`src/source/periph_defs.svh`:
```
// Fabric constants; offsets assume 64-byte word slots and 16-byte byte slots, all pins reset to GPIO
`ifndef PERIPH_DEFS_SVH
`define PERIPH_DEFS_SVH

// Bus widths
`define PERIPH_ADDR_W 11
`define PERIPH_DATA_W 32
`define PERIPH_PINS 8

// Slot numbers of the populated peripherals
`define PERIPH_SLOT_GPIO 1
`define PERIPH_SLOT_WORD_EX 15
`define PERIPH_SLOT_BYTE_EX 15

// Every output pin comes out of reset on the GPIO slot, word bank
`define PERIPH_SEL_RESET 5'd1

// GPIO register map, pin selects one per word from the base
`define PERIPH_GPIO_OUT_OFS 6'h00
`define PERIPH_GPIO_IN_OFS 6'h04
`define PERIPH_GPIO_SEL_OFS 6'h20

// Word example interrupt clear
`define PERIPH_WEX_CLR_OFS 6'h08

`endif

```
`src/source/periph_pkg.sv`:
```
// Shared fabric types; size codes follow the core encoding, 11 meaning no access
`include "periph_defs.svh"

package periph_pkg;

    typedef logic [`PERIPH_ADDR_W-1:0] addr_t;
    typedef logic [`PERIPH_DATA_W-1:0] word_t;
    typedef logic [7:0]                byte_t;
    typedef logic [`PERIPH_PINS-1:0]   pins_t;
    typedef logic [3:0]                slot_t;
    typedef logic [4:0]                pin_sel_t;  // [4] byte bank, [3:0] slot

    // Access size as driven by the core
    typedef enum logic [1:0] {
        size_byte = 2'b00,
        size_half = 2'b01,
        size_word = 2'b10,
        size_none = 2'b11
    } xfer_size_e;

    // Request into a word-interface slot
    typedef struct packed {
        logic [5:0] ofs;
        word_t      wdata;
        xfer_size_e write_n;
        xfer_size_e read_n;
    } word_req_s;

    // Request into a byte-interface slot
    typedef struct packed {
        logic [3:0] ofs;
        logic       wr;
        byte_t      wdata;
    } byte_req_s;

    typedef struct packed {
        word_t rdata;
        logic  ready;
    } word_rsp_s;

endpackage

```
`src/source/periph_addr_decode.sv`:
```
// Address decode stage; bit 10 picks the byte bank, unselected slots always see no access
`include "periph_defs.svh"

module periph_addr_decode (
    input  periph_pkg::addr_t      i_addr,
    input  periph_pkg::word_t      i_wdata,
    input  periph_pkg::xfer_size_e i_write_n,
    input  periph_pkg::xfer_size_e i_read_n,
    input  logic                   i_ready_held,
    output periph_pkg::word_req_s  o_gpio_req,
    output periph_pkg::word_req_s  o_wex_req,
    output periph_pkg::byte_req_s  o_bex_req,
    output logic                   o_byte_bank,
    output periph_pkg::slot_t      o_slot
);

    periph_pkg::xfer_size_e read_n_masked;
    logic                   gpio_sel;
    logic                   wex_sel;
    logic                   bex_sel;

    // No new read reaches a slot while the last result is still on offer
    assign read_n_masked = i_ready_held ? periph_pkg::size_none : i_read_n;

    assign o_byte_bank = i_addr[10];
    assign o_slot      = o_byte_bank ? i_addr[7:4] : i_addr[9:6];

    assign gpio_sel = !o_byte_bank && (o_slot == periph_pkg::slot_t'(`PERIPH_SLOT_GPIO));
    assign wex_sel  = !o_byte_bank && (o_slot == periph_pkg::slot_t'(`PERIPH_SLOT_WORD_EX));
    assign bex_sel  = o_byte_bank && (o_slot == periph_pkg::slot_t'(`PERIPH_SLOT_BYTE_EX));

    always_comb begin
        o_gpio_req.ofs     = i_addr[5:0];
        o_gpio_req.wdata   = i_wdata;
        o_gpio_req.write_n = gpio_sel ? i_write_n : periph_pkg::size_none;
        o_gpio_req.read_n  = gpio_sel ? read_n_masked : periph_pkg::size_none;

        o_wex_req.ofs      = i_addr[5:0];
        o_wex_req.wdata    = i_wdata;
        o_wex_req.write_n  = wex_sel ? i_write_n : periph_pkg::size_none;
        o_wex_req.read_n   = wex_sel ? read_n_masked : periph_pkg::size_none;

        // Byte slots only see a write strobe, reads are purely combinational
        o_bex_req.ofs      = i_addr[3:0];
        o_bex_req.wdata    = i_wdata[7:0];
        o_bex_req.wr       = bex_sel && (i_write_n != periph_pkg::size_none);
    end

endmodule

```
`src/source/periph_gpio.sv`:
```
// GPIO slot; any write size updates a register and pins from unpopulated slots drive zero
`include "periph_defs.svh"

module periph_gpio (
    input  logic                  clk,
    input  logic                  rst_n,
    input  periph_pkg::word_req_s i_req,
    input  periph_pkg::pins_t     i_ui_in,
    input  periph_pkg::pins_t     i_wex_pins,
    input  periph_pkg::pins_t     i_bex_pins,
    output periph_pkg::word_rsp_s o_rsp,
    output periph_pkg::pins_t     o_uo_out
);

    localparam int IDX_W = $clog2(`PERIPH_PINS);

    periph_pkg::pins_t    gpio_out;
    periph_pkg::pin_sel_t pin_sel [`PERIPH_PINS];
    logic [5:0]           sel_rel;
    logic [IDX_W-1:0]     sel_idx;
    logic                 sel_hit;
    logic                 wr_en;

    assign wr_en   = i_req.write_n != periph_pkg::size_none;
    assign sel_rel = i_req.ofs - `PERIPH_GPIO_SEL_OFS;
    assign sel_idx = sel_rel[IDX_W+1:2];
    assign sel_hit = (i_req.ofs >= `PERIPH_GPIO_SEL_OFS) && (i_req.ofs[1:0] == 2'b00);

    always_ff @(posedge clk) begin
        if (!rst_n) begin
            gpio_out <= '0;
        end else if (wr_en && i_req.ofs == `PERIPH_GPIO_OUT_OFS) begin
            gpio_out <= i_req.wdata[`PERIPH_PINS-1:0];
        end
    end

    always_ff @(posedge clk) begin
        if (!rst_n) begin
            for (int i = 0; i < `PERIPH_PINS; i++) begin
                pin_sel[i] <= `PERIPH_SEL_RESET;
            end
        end else if (wr_en && sel_hit) begin
            pin_sel[sel_idx] <= i_req.wdata[4:0];  // One select per word
        end
    end

    // Register read-back is answered in the same cycle
    always_comb begin
        if (i_req.ofs == `PERIPH_GPIO_OUT_OFS) begin
            o_rsp.rdata = periph_pkg::word_t'(gpio_out);
        end else if (i_req.ofs == `PERIPH_GPIO_IN_OFS) begin
            o_rsp.rdata = periph_pkg::word_t'(i_ui_in);
        end else if (sel_hit) begin
            o_rsp.rdata = periph_pkg::word_t'(pin_sel[sel_idx]);
        end else begin
            o_rsp.rdata = '0;
        end
        o_rsp.ready = i_req.read_n != periph_pkg::size_none;
    end

    // Per-pin output function mux
    always_comb begin
        for (int i = 0; i < `PERIPH_PINS; i++) begin
            o_uo_out[i] = 1'b0;
            if (pin_sel[i][4]) begin
                if (pin_sel[i][3:0] == periph_pkg::slot_t'(`PERIPH_SLOT_BYTE_EX))
                    o_uo_out[i] = i_bex_pins[i];
            end else if (pin_sel[i][3:0] == periph_pkg::slot_t'(`PERIPH_SLOT_GPIO)) begin
                o_uo_out[i] = gpio_out[i];
            end else if (pin_sel[i][3:0] == periph_pkg::slot_t'(`PERIPH_SLOT_WORD_EX)) begin
                o_uo_out[i] = i_wex_pins[i];  // Word example low byte
            end
        end
    end

endmodule

```
`src/source/periph_word_example.sv`:
```
// Word slot example; one register at offset 0, read ready lags the request by one cycle
`include "periph_defs.svh"

module periph_word_example (
    input  logic                  clk,
    input  logic                  rst_n,
    input  periph_pkg::word_req_s i_req,
    output periph_pkg::word_rsp_s o_rsp,
    output periph_pkg::pins_t     o_pins,
    output logic                  o_interrupt
);

    periph_pkg::word_t data_q;
    logic              rd_ready_q;
    logic              irq_q;
    logic              wr_reg;

    assign wr_reg = (i_req.write_n != periph_pkg::size_none) && (i_req.ofs == 6'h00);

    // Sized write keeps the untouched upper bits
    always_ff @(posedge clk) begin
        if (!rst_n) begin
            data_q <= '0;
        end else if (wr_reg) begin
            case (i_req.write_n)
                periph_pkg::size_byte: data_q[7:0]  <= i_req.wdata[7:0];
                periph_pkg::size_half: data_q[15:0] <= i_req.wdata[15:0];
                default:               data_q       <= i_req.wdata;
            endcase
        end
    end

    always_ff @(posedge clk) begin
        if (!rst_n) begin
            irq_q      <= 1'b0;
            rd_ready_q <= 1'b0;
        end else begin
            if (wr_reg) begin
                irq_q <= 1'b1;
            end else if (i_req.write_n != periph_pkg::size_none &&
                         i_req.ofs == `PERIPH_WEX_CLR_OFS) begin
                irq_q <= 1'b0;
            end
            rd_ready_q <= i_req.read_n != periph_pkg::size_none;  // Deliberately slow
        end
    end

    assign o_rsp.rdata = (i_req.ofs == 6'h00) ? data_q : '0;
    assign o_rsp.ready = rd_ready_q;
    assign o_pins      = data_q[`PERIPH_PINS-1:0];
    assign o_interrupt = irq_q;

endmodule

```
`src/source/periph_byte_example.sv`:
```
// Byte slot example; two registers at offsets 0 and 1, everything else reads zero
module periph_byte_example (
    input  logic                  clk,
    input  logic                  rst_n,
    input  periph_pkg::byte_req_s i_req,
    output periph_pkg::byte_t     o_rdata,
    output periph_pkg::pins_t     o_pins
);

    periph_pkg::byte_t reg0_q;
    periph_pkg::byte_t reg1_q;

    always_ff @(posedge clk) begin
        if (!rst_n) begin
            reg0_q <= '0;
            reg1_q <= '0;
        end else if (i_req.wr) begin
            case (i_req.ofs)
                4'h0:    reg0_q <= i_req.wdata;
                4'h1:    reg1_q <= i_req.wdata;
                default: ;  // Writes elsewhere are dropped
            endcase
        end
    end

    always_comb begin
        case (i_req.ofs)
            4'h0:    o_rdata = reg0_q;
            4'h1:    o_rdata = reg1_q;
            default: o_rdata = '0;
        endcase
    end

    // Pins mirror register 0
    assign o_pins = reg0_q;

endmodule

```
`src/source/periph_read_response.sv`:
```
// Read response stage; result is held until the core signals completion, writes ack at once
`include "periph_defs.svh"

module periph_read_response (
    input  logic                   clk,
    input  logic                   rst_n,
    input  periph_pkg::xfer_size_e i_read_n,
    input  periph_pkg::xfer_size_e i_write_n,
    input  logic                   i_read_complete,
    input  logic                   i_byte_bank,
    input  periph_pkg::slot_t      i_slot,
    input  periph_pkg::word_rsp_s  i_gpio_rsp,
    input  periph_pkg::word_rsp_s  i_wex_rsp,
    input  periph_pkg::byte_t      i_bex_rdata,
    output periph_pkg::word_t      o_rdata,
    output logic                   o_data_ready,
    output logic                   o_ready_held
);

    periph_pkg::word_rsp_s sel_rsp;
    periph_pkg::word_t     rdata_q;
    logic                  hold_q;
    logic                  ready_q;
    logic                  read_req;

    assign read_req = i_read_n != periph_pkg::size_none;

    // Empty slots answer zero straight away
    always_comb begin
        sel_rsp = '{rdata: '0, ready: 1'b1};
        if (i_byte_bank) begin
            if (i_slot == periph_pkg::slot_t'(`PERIPH_SLOT_BYTE_EX))
                sel_rsp.rdata = periph_pkg::word_t'(i_bex_rdata);
        end else if (i_slot == periph_pkg::slot_t'(`PERIPH_SLOT_GPIO)) begin
            sel_rsp = i_gpio_rsp;
        end else if (i_slot == periph_pkg::slot_t'(`PERIPH_SLOT_WORD_EX)) begin
            sel_rsp = i_wex_rsp;
        end
    end

    always_ff @(posedge clk) begin
        if (!rst_n) begin
            hold_q  <= 1'b0;
            ready_q <= 1'b0;
        end else begin
            if (!hold_q && sel_rsp.ready && read_req) begin
                hold_q <= 1'b1;
            end else if (i_read_complete) begin
                hold_q <= 1'b0;
            end
            ready_q <= read_req && (hold_q || sel_rsp.ready);  // Stays up while held
        end
    end

    // Capture once, keep until released
    always_ff @(posedge clk) begin
        if (!hold_q && sel_rsp.ready && read_req)
            rdata_q <= sel_rsp.rdata;
    end

    assign o_rdata      = rdata_q;
    assign o_ready_held = ready_q;
    assign o_data_ready = ready_q || (i_write_n != periph_pkg::size_none);

endmodule

```
`src/source/periph_fabric.sv`:
```
// Peripheral fabric top; only GPIO, word slot 15 and byte slot 15 are populated
module periph_fabric (
    input  logic                   clk,
    input  logic                   rst_n,
    input  periph_pkg::pins_t      i_ui_in,
    input  periph_pkg::addr_t      i_addr,
    input  periph_pkg::word_t      i_wdata,
    input  periph_pkg::xfer_size_e i_write_n,
    input  periph_pkg::xfer_size_e i_read_n,
    input  logic                   i_read_complete,
    output periph_pkg::pins_t      o_uo_out,
    output periph_pkg::word_t      o_rdata,
    output logic                   o_data_ready,
    output logic                   o_interrupt
);

    periph_pkg::word_req_s gpio_req;
    periph_pkg::word_req_s wex_req;
    periph_pkg::byte_req_s bex_req;
    periph_pkg::word_rsp_s gpio_rsp;
    periph_pkg::word_rsp_s wex_rsp;
    periph_pkg::byte_t     bex_rdata;
    periph_pkg::pins_t     wex_pins;
    periph_pkg::pins_t     bex_pins;
    periph_pkg::slot_t     slot;
    logic                  byte_bank;
    logic                  ready_held;

    // Stage 1, decode
    periph_addr_decode periph_addr_decode_i (
        .i_addr       (i_addr),
        .i_wdata      (i_wdata),
        .i_write_n    (i_write_n),
        .i_read_n     (i_read_n),
        .i_ready_held (ready_held),
        .o_gpio_req   (gpio_req),
        .o_wex_req    (wex_req),
        .o_bex_req    (bex_req),
        .o_byte_bank  (byte_bank),
        .o_slot       (slot)
    );

    // Stage 2, slots
    periph_gpio periph_gpio_i (
        .clk        (clk),
        .rst_n      (rst_n),
        .i_req      (gpio_req),
        .i_ui_in    (i_ui_in),
        .i_wex_pins (wex_pins),
        .i_bex_pins (bex_pins),
        .o_rsp      (gpio_rsp),
        .o_uo_out   (o_uo_out)
    );

    periph_word_example periph_word_example_i (
        .clk         (clk),
        .rst_n       (rst_n),
        .i_req       (wex_req),
        .o_rsp       (wex_rsp),
        .o_pins      (wex_pins),
        .o_interrupt (o_interrupt)
    );

    periph_byte_example periph_byte_example_i (
        .clk     (clk),
        .rst_n   (rst_n),
        .i_req   (bex_req),
        .o_rdata (bex_rdata),
        .o_pins  (bex_pins)
    );

    // Stage 3, read response
    periph_read_response periph_read_response_i (
        .clk             (clk),
        .rst_n           (rst_n),
        .i_read_n        (i_read_n),
        .i_write_n       (i_write_n),
        .i_read_complete (i_read_complete),
        .i_byte_bank     (byte_bank),
        .i_slot          (slot),
        .i_gpio_rsp      (gpio_rsp),
        .i_wex_rsp       (wex_rsp),
        .i_bex_rdata     (bex_rdata),
        .o_rdata         (o_rdata),
        .o_data_ready    (o_data_ready),
        .o_ready_held    (ready_held)
    );

endmodule

```
`config.mk`:
```
export PLATFORM = sky130hd
export DESIGN_NAME = periph_fabric
export DESIGN_NICKNAME = d
export VERILOG_FILES = /design/src/source/periph_pkg.sv /design/src/source/periph_addr_decode.sv /design/src/source/periph_gpio.sv /design/src/source/periph_word_example.sv /design/src/source/periph_byte_example.sv /design/src/source/periph_read_response.sv /design/src/source/periph_fabric.sv
export VERILOG_INCLUDE_DIRS = /design/src /design/src/source
export SDC_FILE = /design/constraint.sdc
export NUM_CORES = 1
export LEC_CHECK = 0
export BUFFER_PORTS_ARGS = -buffer_cell sky130_fd_sc_hd__buf_2
export CAP_MARGIN = 20
export CORE_MARGIN = 2
export CORE_UTILIZATION = 35
export CTS_CLUSTER_SIZE = 10
export DETAILED_ROUTE_END_ITERATION = 8
export GPL_ROUTABILITY_DRIVEN = 0
export PLACE_DENSITY = 0.51
export SYNTH_ARGS = -nofsm -noshare
export SYNTH_HDL_FRONTEND = slang
export SYNTH_SLANG_ARGS = --single-unit
```
`constraint.sdc`:
```
create_clock -name clk -period 4.3 [get_ports clk]
set_input_delay 0 -clock clk [delete_from_list [all_inputs] [get_ports clk]]
set_output_delay 0 -clock clk [all_outputs]
set_load 0.01 [all_outputs]
```
==> flow_summary_export.csv <==
group,metric,value,unit
power_and_ir_drop,power_frac_seq,0.443,
timing,fin_worst_skew,0.01193,ns
setup_path,r2r-start,"periph_gpio_i.pin_sel[7][0]",
timing,layout_min_cycle_time,2.010,ns
global_routing,grt_use_met1,0.2595,
power_and_ir_drop,ir_drop,0.0002503,V
power_and_ir_drop,cellLeakagePower,3.220,nW
min_path,hold_depth,3,
drt,routed_wl,17580,um
setup_path,crit_start,"i_addr[2]",
timing,max_slew_margin,0.3232,
clocking,clkSinkCount,132,
drt,ant_nets,0,
global_routing,grt_start_max_net_pins,101,
drt,vias,4853,
clocking,cts_max_level,4,
global_routing,grt_pass1_wl,27050,um
drt,first_pass_iters,5,
power_and_ir_drop,swShare,0.2359,
flow_run,maxCapViolCount,0,
setup_path,r2r-end,"periph_read_response_i.o_rdata[0]",
clocking,cts_hold_buf,33,
logic_synthesis,syn-num-nets,643,
clocking,cts_buffer_depth,2,
floorplanning,fp-row-count,49,
timing,setup_viol,0,
setup_path,cp_data_arrival_time,2.35,ns
setup_path,cp_slowest_stage_delay,0.85,ns
logic_synthesis,ys_ff_latch,132,
place,dpl.hpwl,12580,um
setup_path,ff2ff_path_depth,4,
setup_path,crit_path_cell_trace,"buf_2 -> or2_2 -> nor4_4 -> and3b_1 -> mux2i_1",
drt,drt_iter0_drc,318,
logic_synthesis,syn-mean-instance-area,10.94,um2
setup_path,start_kind,"input port",
setup_path,endpoint,"periph_word_example_i.data_q[17]",
logic_synthesis,ys_warn_count,0,
power_and_ir_drop,powerDensity,396.9,nW/um2
clocking,clk_pin_slew,0.06,ns
setup_path,crit_required,4.64,ns
power_and_ir_drop,intPower,2.432,mW
clocking,cts_setup_buffers,0,
logic_synthesis,async_reset_ff_frac,0,
timing,max_freq,0.4974,GHz
clocking,cts_buffers,17,
setup_path,rrSetupSlack,2.75,ns
setup_path,critPathKind,"input port to flop",
power_and_ir_drop,power,3.183,mW
cells_and_area,area_delta_synth_final,25.30,%
global_routing,grt_util_met3,0.04095,
floorplanning,die_x,139.2,um
setup_path,crit_family,"simple AND/OR/NAND/NOR gates",
setup_path,cp_slowest_cell,"and3b_1",
setup_path,path_depth,5,
logic_synthesis,synthFlopType,"edfxtp_1",
clocking,post_cts_resized,0,
timing,rsz0062_at_grt,"false",
place,place.port_buffers,99,
floorplanning,core-area,17960,um2
setup_path,cp_max_fo,36,
power_and_ir_drop,p_clk_frac,0.481,
timing,tns,0,ns
drt,vias_per_cell,5.125,
logic_synthesis,synthDistinctLibCells,46,
floorplanning,die-area,19380,um2
clocking,cts_tree,"built",
setup_path,cp-end-kind,"flop",
clocking,ctsRootBufferMaster,"clkbuf_16",
logic_synthesis,yosysSeqAreaShare,0.5255,
setup_path,critPathBufInv,1,
floorplanning,start_util,0.3563,
global_routing,grt_overflow,0,
logic_synthesis,syn_area,6400,um2
power_and_ir_drop,power.switching,0.7508,mW
timing,worstMarginPinSlew,1.015,ns
timing,slew_violations,0,
min_path,holdCritPathClass,"input port to flop",
power_and_ir_drop,p_comb_frac,0.076,
cells_and_area,drive_gt1_frac,0.2187,
clocking,insertion_delay,0.43,ns
run_status,status,"completed",
global_routing,grt_antenna_before_repair,0,
global_routing,grt_pass1_vias,4687,
logic_synthesis,syn_inst,585,
drt,drc,0,
global_routing,grtUsageMet2,0.2789,
global_routing,gr-usage-all-layers,0.1830,
floorplanning,io_pins,100,
timing,timing_hold_violations_final,0,
cells_and_area,fin_nets,763,
logic_synthesis,synth-edff-count,72,
global_routing,globalRoute.busiestLayer,"met2",
drt,wl_per_cell,18.57,um
floorplanning,die_y,139.2,um
timing,finalCritPeriodShare,0.4675,
cells_and_area,antenna_cells,0,
## worst min-delay path by stage
stage,from,endpoint,slack (ns)
after floorplan,i_read_complete,periph_read_response_i.hold_q,0.09
after global placement,i_read_complete,periph_read_response_i.hold_q,0.18
after detailed placement,i_read_complete,periph_read_response_i.hold_q,0.19
after CTS,i_ui_in[6],periph_read_response_i.o_rdata[6],0.0003
after global routing,i_wdata[0],periph_gpio_i.gpio_out[0],0.02
final,i_wdata[3],periph_word_example_i.data_q[3],0.005
## power groups by stage
stage	clock network (mW)	logic [mW]	registers, mW
finish	1.53	0.243	1.41
global route	1.61	0.265	1.41
CTS	1.55	0.245	1.41
detailed placement	0	0.220	1.44
global placement	0	0.219	1.44
floorplan	0	0.109	1.44
## cell type report
type,count,area [um2]
inverter,7,26.28
timing repair buffer,135,848.3
multi-input combinational,412,2869
tap,229,286.5
clock buffer,19,454.2
fill,1697,9945
clock inverter,13,171.4
sequential,132,3363
## kinds of logic after synthesis
kind of cell / share of synthesized area
AND/OR/NAND/NOR: 0.2508
flip-flops: 0.5255
multiplexers: 0.1320
AO/OA/AOI/OAI: 0.06197
buffers and inverters: 0.02835
XOR/XNOR: 0.001369
## through the flow
step	setup slack (ns)	util	cell area, um2	hold slack (ns)	instances
global route	2.134	0.4464	8019	0.01679	947
detailed placement	1.838	0.3932	7063	0.1865	882
floorplan	0.7922	-	6400	0.09432	585
finish	2.290	0.4464	8019	0.004909	947
CTS	2.277	0.4464	8019	0.0002741	947
global placement	1.929	0.3932	7063	0.1809	882
## cells in the final DEF, fill, tap and decap left out, types with 3 or more instances in the layout
master / netlist / final
nand4_1: 3 / 3
a21oi_1: 15 / 15
a211oi_1: 8 / 8
o21ai_0: 11 / 11
buf_4: 2 / 3
nor2_1: 6 / 6
nor4b_1: 8 / 8
nand3_1: 13 / 13
clkinv_4: 0 / 3
o221ai_1: 5 / 5
and2_1: 65 / 65
mux2_2: 3 / 3
and3_1: 11 / 11
edfxtp_1: 72 / 72
nor3_1: 5 / 5
nand2b_1: 18 / 18
nor2b_1: 18 / 18
mux2i_1: 81 / 81
nor4_4: 7 / 8
a22oi_1: 8 / 8
a222oi_1: 3 / 3
or2_2: 4 / 4
inv_1: 7 / 7
bufinv_16: 0 / 3
dlygate4sd3_1: 0 / 33
nor3_4: 3 / 3
dfxtp_1: 60 / 60
buf_2: 10 / 99
nand2_1: 93 / 93
clkbuf_16: 0 / 18
or4_1: 4 / 4
## sequential cells by signal, indices dropped and copies added, names as in the netlist
register and cells:
periph_read_response_i.hold_q 1, periph_word_example_i.data_q 32, periph_word_example_i.rd_ready_q 1, periph_gpio_i.gpio_out 8, periph_word_example_i.o_interrupt 1, periph_read_response_i.o_ready_held 1, periph_gpio_i.pin_sel 40, periph_byte_example_i.reg1_q 8
periph_byte_example_i.o_pins 8, periph_read_response_i.o_rdata 32
## routing by layer
metal	wire length (um)	part of all wire
met1	8440	0.48
met2	7925	0.45
met3	969	0.055
met4	248	0.014
met5	0	0
## Yosys cell counts (all sizes together) (4+ instances only)
library cell / n / area share
dfxtp: 60 / 0.19
or4: 4 / 0.0047
and3: 11 / 0.011
nand2b: 18 / 0.018
buf: 15 / 0.013
nor4: 9 / 0.027
a211oi: 8 / 0.0094
inv: 7 / 0.0041
nor4b: 8 / 0.011
o221ai: 5 / 0.0068
or2: 4 / 0.0039
a22oi: 8 / 0.0094
nor3: 8 / 0.012
mux2i: 81 / 0.13
nand3: 13 / 0.010
a21oi: 15 / 0.012
nand2: 94 / 0.056
o21ai: 11 / 0.0086
nor2b: 18 / 0.018
edfxtp: 72 / 0.34
clkbuf: 19 / 0.011
nor2: 6 / 0.0035
and2: 65 / 0.064
## worst register-to-register path: stages, from the launching register on
cell	delay [ns]
edfxtp_1	0.42
mux2i_1	0.16
a22oi_1	0.11
a31oi_1	0.34
o221ai_1	0.23
Power figures use the tool's default switching activity.
